==> src/include/gl_cfg.svh <==
`ifndef GL_CFG_SVH
`define GL_CFG_SVH

////////////////////
// Command memory
////////////////////

// Depth in 32-bit words, keep it a power of two
`define GL_MEM_WORDS 256

// Byte address width covering the whole memory
`define GL_ADDR_W ($clog2(`GL_MEM_WORDS) + 2)

////////////////////
// Fetch
////////////////////

// Byte address of the first opcode word
`define GL_TEXT_START 0

`endif

==> src/rtl/gl_pkg.sv <==
`include "gl_cfg.svh"

package gl_pkg;

    ////////////////////
    // Basic types
    ////////////////////

    // One command or operand word
    typedef logic [31:0] word_t;

    // Byte address into the command memory, always word aligned
    typedef logic [`GL_ADDR_W-1:0] byte_addr_t;

    // Opcode lives in the low byte of a command word
    typedef logic [7:0] opcode_t;

    // Operand index, wide enough to also hold a count of 16
    typedef logic [4:0] operand_idx_t;

    ////////////////////
    // Opcodes
    ////////////////////

    // End of stream, halts fetch
    localparam opcode_t OP_END        = 8'h00;
    localparam opcode_t OP_VERTEX     = 8'h03;
    localparam opcode_t OP_COLOR      = 8'h04;
    localparam opcode_t OP_MULTMATRIX = 8'h11;
    localparam opcode_t OP_LOADMATRIX = 8'h13;
    localparam opcode_t OP_ROTATE     = 8'h16;
    localparam opcode_t OP_SCALE      = 8'h17;
    localparam opcode_t OP_TRANSLATE  = 8'h18;
    localparam opcode_t OP_VIEWPORT   = 8'h19;
    localparam opcode_t OP_FRUSTUM    = 8'h1A;

    // Number of operand words following an opcode
    // Unknown opcodes and END have none
    function automatic operand_idx_t operand_count(input opcode_t op);
        case (op)
            OP_VERTEX,
            OP_COLOR:
                operand_count = 5'd3;
            OP_MULTMATRIX,
            OP_LOADMATRIX,
            OP_ROTATE,
            OP_SCALE,
            OP_TRANSLATE:
                operand_count = 5'd16;
            OP_VIEWPORT:
                operand_count = 5'd4;
            OP_FRUSTUM:
                operand_count = 5'd6;
            default:
                operand_count = 5'd0;
        endcase
    endfunction

    ////////////////////
    // State machines
    ////////////////////

    typedef enum logic [2:0] {
        FETCH_IDLE,
        FETCH_ISSUE,
        FETCH_DECODE,
        FETCH_WAIT,
        FETCH_HALT
    } fetch_state_t;

    typedef enum logic {
        READ_IDLE,
        READ_BURST
    } reader_state_t;

endpackage

==> src/rtl/gl_operand_reader.sv <==
`timescale 1ns/1ps

module gl_operand_reader (
    input  logic                 clk,
    input  logic                 reset,
    input  logic                 launch,
    input  gl_pkg::opcode_t      launch_opcode,
    input  gl_pkg::byte_addr_t   launch_base,
    output gl_pkg::byte_addr_t   operand_addr,
    input  gl_pkg::word_t        operand_rdata,
    output logic                 operand_valid,
    output gl_pkg::opcode_t      operand_opcode,
    output gl_pkg::operand_idx_t operand_index,
    output gl_pkg::word_t        operand_data,
    output logic                 burst_done
);
    import gl_pkg::*;

    localparam int ADDR_W = $bits(byte_addr_t);

    reader_state_t state;

    // Issue side
    logic [ADDR_W-3:0] addr_word;
    operand_idx_t      issue_idx;
    operand_idx_t      burst_len;
    opcode_t           burst_opcode;
    logic              issue_last;

    // Stage tracking the memory read latency
    logic              s1_valid;
    operand_idx_t      s1_idx;
    logic              s1_last;

    assign operand_addr = {addr_word, 2'b00};
    assign issue_last   = (issue_idx == burst_len - 5'd1);

    ////////////////////
    // Address issue
    ////////////////////

    always_ff @(posedge clk)
    begin
        if (!reset)
            state <= READ_IDLE;
        else if (state == READ_IDLE && launch)
            state <= READ_BURST;
        else if (state == READ_BURST && issue_last)
            state <= READ_IDLE;
    end

    always_ff @(posedge clk)
    begin
        if (state == READ_IDLE && launch)
        begin
            addr_word    <= launch_base[ADDR_W-1:2];
            issue_idx    <= '0;
            burst_len    <= operand_count(launch_opcode);
            burst_opcode <= launch_opcode;
        end
        else if (state == READ_BURST)
        begin
            addr_word <= addr_word + 1'b1;
            issue_idx <= issue_idx + 5'd1;
        end
    end

    ////////////////////
    // Return pipeline
    ////////////////////

    always_ff @(posedge clk)
    begin
        if (!reset)
        begin
            s1_valid      <= 1'b0;
            operand_valid <= 1'b0;
            burst_done    <= 1'b0;
        end
        else
        begin
            s1_valid      <= (state == READ_BURST);
            operand_valid <= s1_valid;
            burst_done    <= s1_valid && s1_last;
        end
    end

    // Index rides along with the address, data joins one edge later
    always_ff @(posedge clk)
    begin
        s1_idx         <= issue_idx;
        s1_last        <= issue_last;
        operand_index  <= s1_idx;
        operand_data   <= operand_rdata;
        operand_opcode <= burst_opcode;
    end

    // Fetch must wait for the previous burst to drain fully
    a_launch_when_idle : assert property (
        @(posedge clk) disable iff (!reset)
        launch |-> (state == READ_IDLE) && !s1_valid && !operand_valid
                   && (operand_count(launch_opcode) != 5'd0)
    ) else $error("gl_operand_reader: launch while a burst is running");

endmodule

==> config.mk <==
export PLATFORM = sky130hd
export DESIGN_NAME = gl_operand_reader
export DESIGN_NICKNAME = d
export VERILOG_FILES = /design/src/rtl/gl_pkg.sv /design/src/rtl/gl_operand_reader.sv
export VERILOG_INCLUDE_DIRS = /design/src /design/src/include
export SDC_FILE = /design/constraint.sdc
export NUM_CORES = 1
export LEC_CHECK = 0
export BUFFER_PORTS_ARGS = -buffer_cell sky130_fd_sc_hd__clkbuf_2
export CORE_MARGIN = 2
export CORE_UTILIZATION = 43
export CTS_BUF_LIST = sky130_fd_sc_hd__clkbuf_4 sky130_fd_sc_hd__clkbuf_8
export DETAILED_ROUTE_END_ITERATION = 8
export GPL_TIMING_DRIVEN = 0
export PLACE_DENSITY_LB_ADDON = 0.08
export SYNTH_ARGS = -nofsm -noshare
export SYNTH_HDL_FRONTEND = slang
export SYNTH_SLANG_ARGS = --single-unit
==> constraint.sdc <==
create_clock -name clk -period 1.7 [get_ports clk]
set_input_delay 0.425 -clock clk [delete_from_list [all_inputs] [get_ports clk]]
set_output_delay 0.425 -clock clk [all_outputs]
set_load 0.01 [all_outputs]
After elaboration in Yosys (flattened, before gate mapping)
Memories as Yosys holds them, arrays and structs flattened. A register that Yosys moved wholly into a read port is not among the register bits.
Cells that the tools add are included.
Storage, ports and cells
  logic and storage cells: 30
  flip-flop bits (word level): 81
  memory bits (read-only): 128
  memories kept: 1
  output and inout port bits: 57
  input bits: 53
Operators by class
  mux-type cells: 4
  bitwise gates (word level): 1
  equality and inequality tests: 1
  reductions and logical operators: 7
  add/subtract/negate cells: 3
Memory list
  (name not given): words 32, width 4, rd ports 1, clocked after memory_dff 1, write ports 0, RTL line gl_pkg.sv:40  | case (op)
Operators with widths (number)
  2-to-1 mux 8 bit: 2
  adder 8 x 1 -> 8 bit (second input constant): 1
  adder 5 x 1 -> 5 bit (second input constant): 1
  equality test 5 bit: 1
  subtractor 5 x 1 -> 5 bit (second input constant): 1
  nonzero test 2 bit: 2
  logical AND 1 bit: 3
  zero test 3 bit: 1
  2-to-1 mux 1 bit: 2
  zero test 1 bit: 1
  inverter 1 bit: 1

Longest topological paths before layout
  word-level depth: 5
  gate-level depth with buffers: 6
  gate-level depth less buffers: 6

Worst setup path before layout
No wires, ideal clock.
  path kind: reg2reg
  from: reg burst_len[0]
  to: reg state
  library setup time: 0.122 ns
  cell stages (with the launch flop): 7
  arrival time: 1.434 ns
  data required time: 1.578 ns
  setup slack: 0.144 ns
  period minus slack after synthesis: 1.556 ns
  path buffers: 0
  path through: edfxtp_1 -> inv_1 -> ha_1 -> ha_1 -> xor2_1 -> nand3_1 -> o311a_1
Between the ends
  longest elaborated chain between the ends: 4
RTL lines
  from (decl): RTL line gl_operand_reader.sv:26  | operand_idx_t burst_len;
  subtractor 5 x 1 -> 5 bit: RTL line gl_operand_reader.sv:36  | assign issue_last = (issue_idx == burst_len - 5'd1);
  equality test 5 bit: RTL line gl_operand_reader.sv:36
  logical AND 1 bit: RTL line gl_operand_reader.sv:48  | else if (state == READ_BURST && issue_last)
  nonzero test 2 bit (no source line)
  to (signal assigned): RTL line gl_operand_reader.sv:45  | state <= READ_IDLE;
  to (signal assigned): RTL line gl_operand_reader.sv:47  | state <= READ_BURST;
  to (signal assigned): RTL line gl_operand_reader.sv:49  | state <= READ_IDLE;
  to (decl): RTL line gl_operand_reader.sv:21  | reader_state_t state;
Every way passes these cells.
A chain may end at the register's enable or synchronous reset.

Worst setup path after layout
Ends and elaborated chain as after synthesis.

==> flow_metrics.env <==
export IMPL_status="finished, final reports clean"
export IMPL_rows=27
export IMPL_synth_async_sr_flop_share=0
export IMPL_drv_slew=0
export IMPL_skew_ns=0.00515
export IMPL_overflow=0
export IMPL_critPathMaxStageDelay_ns=0.40
export IMPL_dp_slack_ns=-0.0249
export IMPL_finalSetupViolCount=0
export IMPL_ios=110
export IMPL_synth_edff_count=20
export IMPL_wirelength_um=4120
export IMPL_grt_pass1_vias=1573
export IMPL_cpMostUsedCell="ha_1"
export IMPL_cts_root_buf="clkbuf_8"
export IMPL_cp_arrival_ns=1.80
export IMPL_grt_setup_unrepaired="false"
export IMPL_start_kind="register"
export IMPL_cp_top_family="adder cells"
export IMPL_cts_hold_fix_buffers=0
export IMPL_cp_cell_sequence="inv_1, ha_1, ha_1, xor2_1, nand3_1, o311a_1"
export IMPL_layout_nets=352
export IMPL_die_x_um=79.1
export IMPL_vias=1622
export IMPL_post_synth_top_count_cell="dfxtp_1"
export IMPL_critPathKind="register to register"
export IMPL_yosysTopAreaCell="dfxtp_1"
export IMPL_drc_errors=0
export IMPL_critPathMaxFanout=4
export IMPL_synth_cells=173
export IMPL_drt_initial_drc_count=55
export IMPL_ys_types=37
export IMPL_cts_resized=0
export IMPL_drive_above_1_share=0.448
export IMPL_track_usage=0.143
export IMPL_die_h_um=79.1
export IMPL_cellLeakagePower_nw=1.55
export IMPL_fin_ws_ns=0.123
export IMPL_detailed_place_hpwl_um=3150
export IMPL_synthTopCellsByCount="60 x dfxtp_1, 20 x edfxtp_1, 9 x nor2_1"
export IMPL_antenna_found_initial=0
export IMPL_via_per_inst=4.40
export IMPL_synth_seq_cells=80
export IMPL_clkLatencyLatePin_ns=0.33
export IMPL_cts_made_buffers=9
export IMPL_yosysSeqAreaShare=0.744
export IMPL_yosysWarnings=0
export IMPL_ant_nets=0
export IMPL_synth_flop_cell="dfxtp_1"
export IMPL_fmax_mhz=634
export IMPL_cts_max_level=3
export IMPL_gp_congestion=0.707
export IMPL_met2_usage=0.233
export IMPL_yosysTopAreaCellShare=0.496
export IMPL_clock_sinks=80
export IMPL_tns_ns=0
export IMPL_grt_busiest_layer="met2"
export IMPL_crit_slowest_cell="edfxtp_1"
export IMPL_worstSetupEndpointType="register"
export IMPL_hp_class="input pin to register"
export IMPL_syn_area_um2=2420
export IMPL_dieArea_um2=6250
export IMPL_coreArea_um2=5470
export IMPL_diodes=0
export IMPL_critPathBufInv=1
export IMPL_ir_drop_uv=830
export IMPL_power_density_nw_per_um2=1270
export IMPL_clk_pin_slew_worst_paths_ns=0.08
export IMPL_drtPass1Iterations=3
export IMPL_fillCellCount=508
export IMPL_start_util=0.443
export IMPL_grt_max_degree=15
export IMPL_required_ns=1.92
export IMPL_postCtsSetupBuffers=0
export IMPL_period_needed_ns=1.58
export IMPL_clock_path_buffers=2
export IMPL_cts_tree="done"
export IMPL_syn_avg_cell_area_um2=14.0
export IMPL_port_buffers=105
export IMPL_area_delta_synth_final_pct=36.0
export IMPL_grtUsageMet3=0.0432
export IMPL_grt_use_met1=0.167
export IMPL_drv_cap=0
export IMPL_grt_pass1_wl_um=6830
export IMPL_finalHoldViolCount=0
export IMPL_synthTopCellsByArea="dfxtp_1 50%, edfxtp_1 25%, ha_1 3.6%"
export IMPL_post_route_period_util=0.928
export IMPL_wire_per_inst_um=11.2
-- final timing paths --
path                            cells after the start               from               end  slack (ns)
worst min-delay path                                1  operand_rdata[31]  operand_data[31]        0.18
worst max-delay path                                6       burst_len[0]             state        0.12
worst min register to register                      0          s1_idx[3]  operand_index[3]        0.33
worst max register to register                      6       burst_len[0]             state        0.12
-- layer usage --
metal	share of wire	routed length (um)
met5	0	0
met1	0.42	1740
met2	0.51	2100
met3	0.053	217
met4	0.014	58
-- worst register-to-register path, cell delays in order, from the launching register on --
cell      delay, ns
edfxtp_1       0.40
inv_1          0.06
ha_1           0.19
ha_1           0.28
xor2_1         0.14
nand3_1        0.10
o311a_1        0.29
-- power by group --
part / internal [mW] / switching (mW)
Clock: 0.920 / 0.657
Combinational: 0.202 / 0.211
Sequential: 2.11 / 0.0821
Total: 3.23 / 0.950
-- state kept, by name, indices dropped and copies added, names as in the netlist --
name / flops
s1_idx: 5
operand_index: 5
burst_len: 4
burst_done: 1
addr_word: 8
issue_idx: 5
burst_opcode: 8
s1_last: 1
operand_valid: 1
operand_opcode: 8
state: 1
s1_valid: 1
operand_data: 32
-- per-stage QoR --
step | util | cells | power [mW] | hold WS [ns] | instance area, um2
floorplan | - | 174 | 2.44 | 0.310 | 2430
global placement | 0.556 | 351 | 2.64 | 0.311 | 3040
detailed placement | 0.556 | 351 | 2.65 | 0.312 | 3040
CTS | 0.599 | 367 | 4.24 | 0.165 | 3280
global route | 0.602 | 369 | 4.38 | 0.162 | 3290
finish | 0.602 | 369 | 4.18 | 0.183 | 3290
-- layout by cell type, fill, tap and decap left out, types with 2 or more instances in the layout --
master	netlist	layout
or3_1	4	4
mux2i_1	3	3
conb_1	1	2
clkbuf_2	1	106
edfxtp_1	20	20
a31oi_1	3	3
and3_1	2	2
a21boi_0	2	2
buf_2	2	2
nand4_1	2	2
xor2_1	6	6
nand2_1	5	5
xnor2_1	2	2
and2_1	2	2
a21oi_1	4	4
o21ai_0	5	5
nand3_1	8	8
bufinv_16	0	2
dfxtp_1	60	60
ha_1	7	7
inv_6	0	2
buf_4	2	4
clkbuf_8	0	11
inv_1	8	8
nor2_1	9	9
-- final cells by class --
cell class / instances / area, um2 / area share
Buffer: 5 / 30.0 / 0.00912
Clock buffer: 11 / 151 / 0.0460
Clock inverter: 5 / 86.3 / 0.0262
Inverter: 8 / 30.0 / 0.00912
Multi-Input combinational cell: 81 / 564 / 0.171
Sequential cell: 80 / 1800 / 0.547
Tap cell: 72 / 90.1 / 0.0273
Timing Repair Buffer: 107 / 541 / 0.164
-- cells by family after synthesis --
family                     Yosys count  synth area share
other                                1           0.00155
buffers and inverters               13            0.0248
xor gates and xnor gates             9            0.0382
AOI/OAI and AO/OA                   19            0.0496
adders and majority gates            7            0.0362
and+or+nand+nor                     40            0.0888
muxes                                4            0.0170
DFF                                 80             0.744
No activity file was read; power rests on OpenSTA's default activity.
