--- src/include/gl_cfg.svh ---
`ifndef GL_CFG_SVH
`define GL_CFG_SVH

////////////////////
// Command memory
////////////////////

// Depth in 32-bit words, keep it a power of two
`define GL_MEM_WORDS 256

// Byte address width covering the whole memory
`define GL_ADDR_W ($clog2(`GL_MEM_WORDS) + 2)

////////////////////
// Fetch
////////////////////

// Byte address of the first opcode word
`define GL_TEXT_START 0

`endif

--- src/rtl/gl_pkg.sv ---
`include "gl_cfg.svh"

package gl_pkg;

    ////////////////////
    // Basic types
    ////////////////////

    // One command or operand word
    typedef logic [31:0] word_t;

    // Byte address into the command memory, always word aligned
    typedef logic [`GL_ADDR_W-1:0] byte_addr_t;

    // Opcode lives in the low byte of a command word
    typedef logic [7:0] opcode_t;

    // Operand index, wide enough to also hold a count of 16
    typedef logic [4:0] operand_idx_t;

    ////////////////////
    // Opcodes
    ////////////////////

    // End of stream, halts fetch
    localparam opcode_t OP_END        = 8'h00;
    localparam opcode_t OP_VERTEX     = 8'h03;
    localparam opcode_t OP_COLOR      = 8'h04;
    localparam opcode_t OP_MULTMATRIX = 8'h11;
    localparam opcode_t OP_LOADMATRIX = 8'h13;
    localparam opcode_t OP_ROTATE     = 8'h16;
    localparam opcode_t OP_SCALE      = 8'h17;
    localparam opcode_t OP_TRANSLATE  = 8'h18;
    localparam opcode_t OP_VIEWPORT   = 8'h19;
    localparam opcode_t OP_FRUSTUM    = 8'h1A;

    // Number of operand words following an opcode
    // Unknown opcodes and END have none
    function automatic operand_idx_t operand_count(input opcode_t op);
        case (op)
            OP_VERTEX,
            OP_COLOR:
                operand_count = 5'd3;
            OP_MULTMATRIX,
            OP_LOADMATRIX,
            OP_ROTATE,
            OP_SCALE,
            OP_TRANSLATE:
                operand_count = 5'd16;
            OP_VIEWPORT:
                operand_count = 5'd4;
            OP_FRUSTUM:
                operand_count = 5'd6;
            default:
                operand_count = 5'd0;
        endcase
    endfunction

    ////////////////////
    // State machines
    ////////////////////

    typedef enum logic [2:0] {
        FETCH_IDLE,
        FETCH_ISSUE,
        FETCH_DECODE,
        FETCH_WAIT,
        FETCH_HALT
    } fetch_state_t;

    typedef enum logic {
        READ_IDLE,
        READ_BURST
    } reader_state_t;

endpackage

--- src/rtl/gl_fetch.sv ---
`timescale 1ns/1ps
`include "gl_cfg.svh"

module gl_fetch (
    input  logic                 clk,
    input  logic                 reset,
    input  logic                 start,
    input  logic                 hold,
    output gl_pkg::byte_addr_t   inst_addr,
    input  gl_pkg::word_t        inst_data,
    output logic                 cmd_valid,
    output gl_pkg::opcode_t      cmd_opcode,
    output logic                 launch,
    output gl_pkg::opcode_t      launch_opcode,
    output gl_pkg::byte_addr_t   launch_base,
    input  logic                 burst_done,
    output logic                 done
);
    import gl_pkg::*;

    localparam int WORD_W = `GL_ADDR_W - 2;
    localparam byte_addr_t TEXT_START = byte_addr_t'(`GL_TEXT_START);
    localparam logic [WORD_W-1:0] START_WORD = TEXT_START[`GL_ADDR_W-1:2];

    fetch_state_t state;

    // Program counter held as a word index
    logic [WORD_W-1:0] pc_word;
    logic [WORD_W-1:0] next_word;

    opcode_t      dec_opcode;
    operand_idx_t dec_count;

    assign inst_addr = {pc_word, 2'b00};

    // Decode of the word returned for the current pc
    always_comb
    begin
        dec_opcode = inst_data[7:0];
        dec_count  = operand_count(dec_opcode);
        next_word  = pc_word + 1'b1;
    end

    ////////////////////
    // State machine
    ////////////////////

    always_ff @(posedge clk)
    begin
        if (!reset)
        begin
            state     <= FETCH_IDLE;
            pc_word   <= START_WORD;
            cmd_valid <= 1'b0;
            launch    <= 1'b0;
            done      <= 1'b0;
        end
        else
        begin
            cmd_valid <= 1'b0;
            launch    <= 1'b0;
            case (state)
                FETCH_IDLE:
                begin
                    if (start)
                    begin
                        pc_word <= START_WORD;
                        state   <= FETCH_ISSUE;
                    end
                end
                FETCH_ISSUE:
                begin
                    // Memory read of pc completes here
                    // Hold keeps the state parked
                    if (!hold)
                        state <= FETCH_DECODE;
                end
                FETCH_DECODE:
                begin
                    if (dec_opcode == OP_END)
                    begin
                        done  <= 1'b1;
                        state <= FETCH_HALT;
                    end
                    else
                    begin
                        cmd_valid <= 1'b1;
                        // Skip opcode word plus all operand words
                        pc_word   <= pc_word + WORD_W'(dec_count) + 1'b1;
                        if (dec_count != 5'd0)
                        begin
                            launch <= 1'b1;
                            state  <= FETCH_WAIT;
                        end
                        else
                            state <= FETCH_ISSUE;
                    end
                end
                FETCH_WAIT:
                begin
                    if (burst_done)
                        state <= FETCH_ISSUE;
                end
                FETCH_HALT:
                begin
                    // Stays here until reset
                    state <= FETCH_HALT;
                end
                default:
                    state <= FETCH_IDLE;
            endcase
        end
    end

    // Command payload qualified by the strobes above
    always_ff @(posedge clk)
    begin
        if (state == FETCH_DECODE && dec_opcode != OP_END)
        begin
            cmd_opcode    <= dec_opcode;
            launch_opcode <= dec_opcode;
            launch_base   <= {next_word, 2'b00};
        end
    end

    ////////////////////
    // Checks
    ////////////////////

    a_done_in_wait : assert property (
        @(posedge clk) disable iff (!reset)
        burst_done |-> (state == FETCH_WAIT)
    ) else $error("gl_fetch: burst_done while not waiting on a burst");

endmodule

--- config.mk ---
export PLATFORM = sky130hd
export DESIGN_NAME = gl_fetch
export DESIGN_NICKNAME = d
export VERILOG_FILES = /design/src/rtl/gl_pkg.sv /design/src/rtl/gl_fetch.sv
export VERILOG_INCLUDE_DIRS = /design/src /design/src/include
export SDC_FILE = /design/constraint.sdc
export NUM_CORES = 1
export LEC_CHECK = 0
export ABC_AREA = 0
export BUFFER_PORTS_ARGS = -buffer_cell sky130_fd_sc_hd__buf_2
export CAP_MARGIN = 20
export CELL_PAD_IN_SITES_DETAIL_PLACEMENT = 0
export CELL_PAD_IN_SITES_GLOBAL_PLACEMENT = 2
export CORE_MARGIN = 10
export CORE_UTILIZATION = 29
export CTS_CLUSTER_DIAMETER = 120
export DETAILED_ROUTE_END_ITERATION = 6
export PLACE_DENSITY_LB_ADDON = 0.3
export SLEW_MARGIN = 20
export SYNTH_ARGS = -nofsm -noshare
export SYNTH_HDL_FRONTEND = slang
export SYNTH_SLANG_ARGS = --single-unit
export TNS_END_PERCENT = 30
--- constraint.sdc ---
create_clock -name clk -period 5 [get_ports clk]
set_input_delay 0.25 -clock clk [delete_from_list [all_inputs] [get_ports clk]]
set_output_delay 0.25 -clock clk [all_outputs]
set_load 0.05 [all_outputs]
---- Word-level counts from Yosys, hierarchy flattened ----
Memories as Yosys holds them, arrays and structs flattened.
Index checks and enable logic that the tools add are counted.
word-level totals
  latch bits .............................. 0
  word-level logic and storage cells ...... 45
  bits in writable memories ............... 0
  memory bits (read-only) ................. 128
  register bits after elaboration ......... 30
  memories kept ........................... 1
memory list
  memory           words  bits a word  read ports  clocked after Yosys merged registers in  wr ports  RTL line      text
  (no name shown)  32     4            1           0                                        0         gl_pkg.sv:40  case (op)
cells by class
  bitwise operators ....................... 2
  div/mod/pow operators ................... 0
  reduce and logical (&&, ||, !) cells .... 12
  magnitude comparators ................... 0
  $mul .................................... 0
  shifts and indexed selects .............. 0
  $add $sub $neg .......................... 3
  equal/unequal tests ..................... 8
  multiplexer cells ....................... 12
operators with widths
  operator                                       number
  adder 8 x 1 -> 8 bit, second input constant    2
  2-to-1 mux 8 bit                               2
  case mux 8 bit (2 select lines)                1
  case mux 3 bit (5 select lines)                1
  2-to-1 mux 3 bit                               4
  adder 8 x 5 -> 8 bit                           1
  zero test 8 bit                                1
  != test 2 bit, second input constant           4
  nonzero test 8 bit                             1
  == test 3 x 2 -> 1 bit, second input constant  2
  zero test 3 bit                                2
  AND reduction 3 bit                            2
  2-to-1 mux 5 bit                               1
  nonzero test 5 bit                             1
  AND reduction 2 bit                            2
  == test 3 x 1 -> 1 bit, second input constant  1
  == test 3 bit, second input constant           1
  OR reduction 3 bit                             1
  2-to-1 mux 1 bit                               2
  2-to-1 mux 2 bit                               1
  NOT 1 bit                                      2
  nonzero test 2 bit                             1
  logical AND 1 bit                              1

---- Longest topological paths before layout ----
  depth in word-level cells ............... 6
  gate-level depth with buffers ........... 12
  gate-level depth less buffers ........... 12

---- Worst setup path before layout ----
No wires, ideal clock.
  kind .................................... input -> register
  start ................................... input inst_data[0]
  end ..................................... register pc_word[6]
  slack ................................... 2.773 ns
  required time ........................... 4.871 ns
  setup time .............................. 0.129 ns
  stages on the path ...................... 12
  path buffers ............................ 0
  data arrival time ....................... 2.098 ns
  cells stage by stage .................... inv_1 > ha_1 > mux2i_1 > nor3_1 > nand2_1 > ha_1 > fa_1 > nor2b_1 > o211ai_1 > a211oi_2 > xnor2_1 > nor2_1
on the way
  word-level cells in the longest chain between the ends .. 6
  elaborated cells on any way between the ends .. 9
  classes of those cells .................. add/sub: 2; eq/ne: 1; mux: 3; reduce/logical: 2; memory: 1
RTL lines
  what                             RTL line        text
  from (decl)                      gl_fetch.sv:10  input gl_pkg::word_t inst_data,
  memory (32 x 4 bit)              -
  2-to-1 mux 5 bit                 gl_pkg.sv:40
  adder 8 x 5 -> 8 bit             gl_fetch.sv:89  pc_word <= pc_word + WORD_W'(dec_count) + 1'b1;
  adder 8 x 1 -> 8 bit             gl_fetch.sv:89
  2-to-1 mux 8 bit                 gl_fetch.sv:80  if (dec_opcode == OP_END)
  case mux 8 bit (2 select lines)  gl_fetch.sv:62  case (state)
  to (signal assigned)             gl_fetch.sv:89
  to (decl)                        gl_fetch.sv:28  logic [WORD_W-1:0] pc_word;
Several ways; a longest one is shown, not always the timed one. The select of a mux whose other input is x is not followed.
A chain may end at the register's enable or synchronous reset.

---- Final worst setup path ----
Ends and elaborated chain as after synthesis.

==> impl_metrics.env <==
export IMPL_status="finished clean"
export IMPL_postSynth_asyncResetShare_pct=0
export IMPL_ys_ff_latch=30
export IMPL_cts_resized=0
export IMPL_crit_type="input pin to register"
export IMPL_holdWs_ns=0.180
export IMPL_post_route_period_util_pct=46.1
export IMPL_start_util_pct=29.6
export IMPL_grt_max_degree=20
export IMPL_die_w_um=94.5
export IMPL_layout_commonest_cell="buf_2"
export IMPL_vdd_drop_max_v=0.000104
export IMPL_crit_path_top_delay_cell="fa_1"
export IMPL_grt_pass1_vias=1165
export IMPL_vias=1138
export IMPL_met2_usage_pct=13.0
export IMPL_worst_slack_ns=2.69
export IMPL_crit_required_ns=5.15
export IMPL_post_cts_setup_buffer_count=0
export IMPL_rrSetupSlack_ns=2.71
export IMPL_hpwl_mm=2.80
export IMPL_hold_depth=1
export IMPL_yosysSeqAreaShare_pct=47.2
export IMPL_num_rows=27
export IMPL_clock_latency_ns=0.27
export IMPL_io_buffer_count=47
export IMPL_skew_ns=0.00294
export IMPL_p_per_area_mw_per_mm2=262
export IMPL_fp_dieArea_mm2=0.00894
export IMPL_worst_path_buf_inv=2
export IMPL_setup_viol=0
export IMPL_antenna_found_initial=0
export IMPL_cts_buffers=5
export IMPL_drt_total_wl_mm=3.55
export IMPL_min_period_ns=2.31
export IMPL_placed_area_mm2=0.00183
export IMPL_track_usage_pct=7.88
export IMPL_area_delta_synth_final_pct=18.6
export IMPL_drive_gt1_share_pct=33.3
export IMPL_r2r_start="state[1]"
export IMPL_ios=76
export IMPL_whs_endpoint="launch_opcode[5]"
export IMPL_drcViolationCount=0
export IMPL_firstDrtPassIters=4
export IMPL_max_freq_mhz=433
export IMPL_finalHoldViolCount=0
export IMPL_dp_cells=254
export IMPL_fillers=546
export IMPL_ctsHoldBuffers=0
export IMPL_cp_cell_sequence="buf_2 -> inv_1 -> ha_1 -> mux2i_1 -> nor3_1 -> nand2_1 -> ha_1 -> fa_1 -> nor2b_1 -> o211ai_1 -> a211oi_2 -> xnor2_1 -> nor2_1"
export IMPL_critPathMostFrequentCell="ha_1"
export IMPL_wire_per_inst_um=13.6
export IMPL_use_met1_pct=8.82
export IMPL_gp_congestion=0.724
export IMPL_start_kind="input pin"
export IMPL_die_h_um=94.5
export IMPL_hold_path_startpoint="inst_data[5]"
export IMPL_fin_area_mm2=0.00191
export IMPL_clock_path_buffers=2
export IMPL_finalSetupTns_ns=0
export IMPL_nNetsFinal=236
export IMPL_slew_violations=0
export IMPL_num_antenna_cells=0
export IMPL_synthesis_area_mm2=0.00161
export IMPL_syn_area_per_cell_um2=10.9
export IMPL_tightest_slew_ns=1.03
export IMPL_root_buffer="clkbuf_8"
export IMPL_h_tree_depth=2
export IMPL_drtIter0Drc=22
export IMPL_avgViaCountPerCell=4.36
export IMPL_overflow=0
export IMPL_hp_class="input pin to register"
export IMPL_clk_pin_slew_ns=0.06
export IMPL_end_kind="register"
export IMPL_core_area_mm2=0.00544
export IMPL_ant_nets=0
export IMPL_p_leak_nw=0.795
export IMPL_final_cell_mix="47 x buf_2, 16 x edfxtp_1, 14 x dfxtp_1, 10 x inv_1, 9 x ha_1"
export IMPL_synth_cell_types=44
export IMPL_instances_no_fill=261
export IMPL_yosysWarnings=0
export IMPL_cp_top_family="adder cells"
export IMPL_synth_ff_type="edfxtp_1"
export IMPL_slew_headroom_pct=31.2
export IMPL_cts_tree="built"
export IMPL_reg2reg_to="state[1]"
export IMPL_grt_met3_usage_pct=3.41
export IMPL_cts_sinks=30
export IMPL_grt_busiest_layer="met2"
export IMPL_reg2regPathDepth=5
export IMPL_rsz0062_at_grt="no"
export IMPL_grt_pass1_wl_mm=5.52
export IMPL_cp_data_arrival_time_ns=2.45
export IMPL_max_cap_viol_count=0
export IMPL_path_max_fanout=4
export IMPL_critPathMaxStageDelay_ns=0.38
export IMPL_post_place_ws_ns=2.39
export IMPL_synth_edff_count=16
export IMPL_synthCells=148
[how the worst max path moves through the flow]
stage | from | to | slack, ns | depth (start not counted)
after floorplan | inst_data[0] | pc_word[6] | 2.77 | 12
after global placement | inst_data[0] | pc_word[6] | 2.42 | 13
after detailed placement | inst_data[0] | pc_word[6] | 2.39 | 13
after CTS | state[1] | state[1] | 2.62 | 5
after global routing | state[1] | state[1] | 2.48 | 5
final | inst_data[0] | pc_word[6] | 2.69 | 13
[registers in the layout, summed over array words and instances (netlist names)]
name / count
launch_base: 8
launch_opcode: 8
done: 1
state: 3
launch: 1
cmd_valid: 1
pc_word: 8
[cell type report]
type	instances	area, um^2	area share [%]
Multi-Input combinational cell	95	708	37.1
Tap cell	72	90.1	4.72
Clock inverter	2	10.0	0.524
Sequential cell	30	761	39.8
Clock buffer	5	68.8	3.60
Inverter	10	37.5	1.96
Timing Repair Buffer	47	235	12.3
[cells by family after synthesis]
kind of cell / count (synthesis) / synth area share [%]
flip-flops: 30 / 47.2
XOR/XNOR: 10 / 5.44
AND/OR/NAND/NOR: 40 / 15.1
AO/OA/AOI/OAI: 27 / 11.6
other: 1 / 0.233
adder cells (fa/ha/maj): 10 / 8.23
multiplexers: 4 / 2.56
buffers and inverters: 26 / 9.55
[layer usage]
layer | wire (um) | part of all wire, %
met2 | 1640 | 46
met4 | 36 | 1.0
met3 | 282 | 7.9
met5 | 0 | 0
met1 | 1590 | 45
[stage by stage]
stage | total power, W | util [%]
2_1_floorplan | 0.000313 | -
3_3_place_gp | 0.000324 | 33.7
3_5_place_dp | 0.000325 | 33.7
4_1_cts | 0.000506 | 35.1
5_1_grt | 0.000522 | 35.1
6_report | 0.000500 | 35.1
[cell usage after synthesis (all sizes together), types with 4 or more instances]
master	n	area (um^2)
and3	4	25.0
nor3	4	25.0
inv	10	37.5
ha	9	113
a21oi	8	47.6
xnor2	7	61.3
buf	14	109
edfxtp	16	480
nor2	6	22.5
dfxtp	14	280
o21ai	7	35.0
nor2b	8	50.1
[power breakdown]
| group | internal, W | switching, W | total [W] | leakage [nW] |
|---|---|---|---|---|
| combinational | 0.0000143 | 0.0000395 | 0.0000538 | 0.492 |
| clock | 0.0000931 | 0.0000871 | 0.000180 | 0.0438 |
| sequential | 0.000263 | 0.00000270 | 0.000266 | 0.260 |
| total | 0.000370 | 0.000129 | 0.000500 | 0.795 |
(Power assumes the default switching activity.)
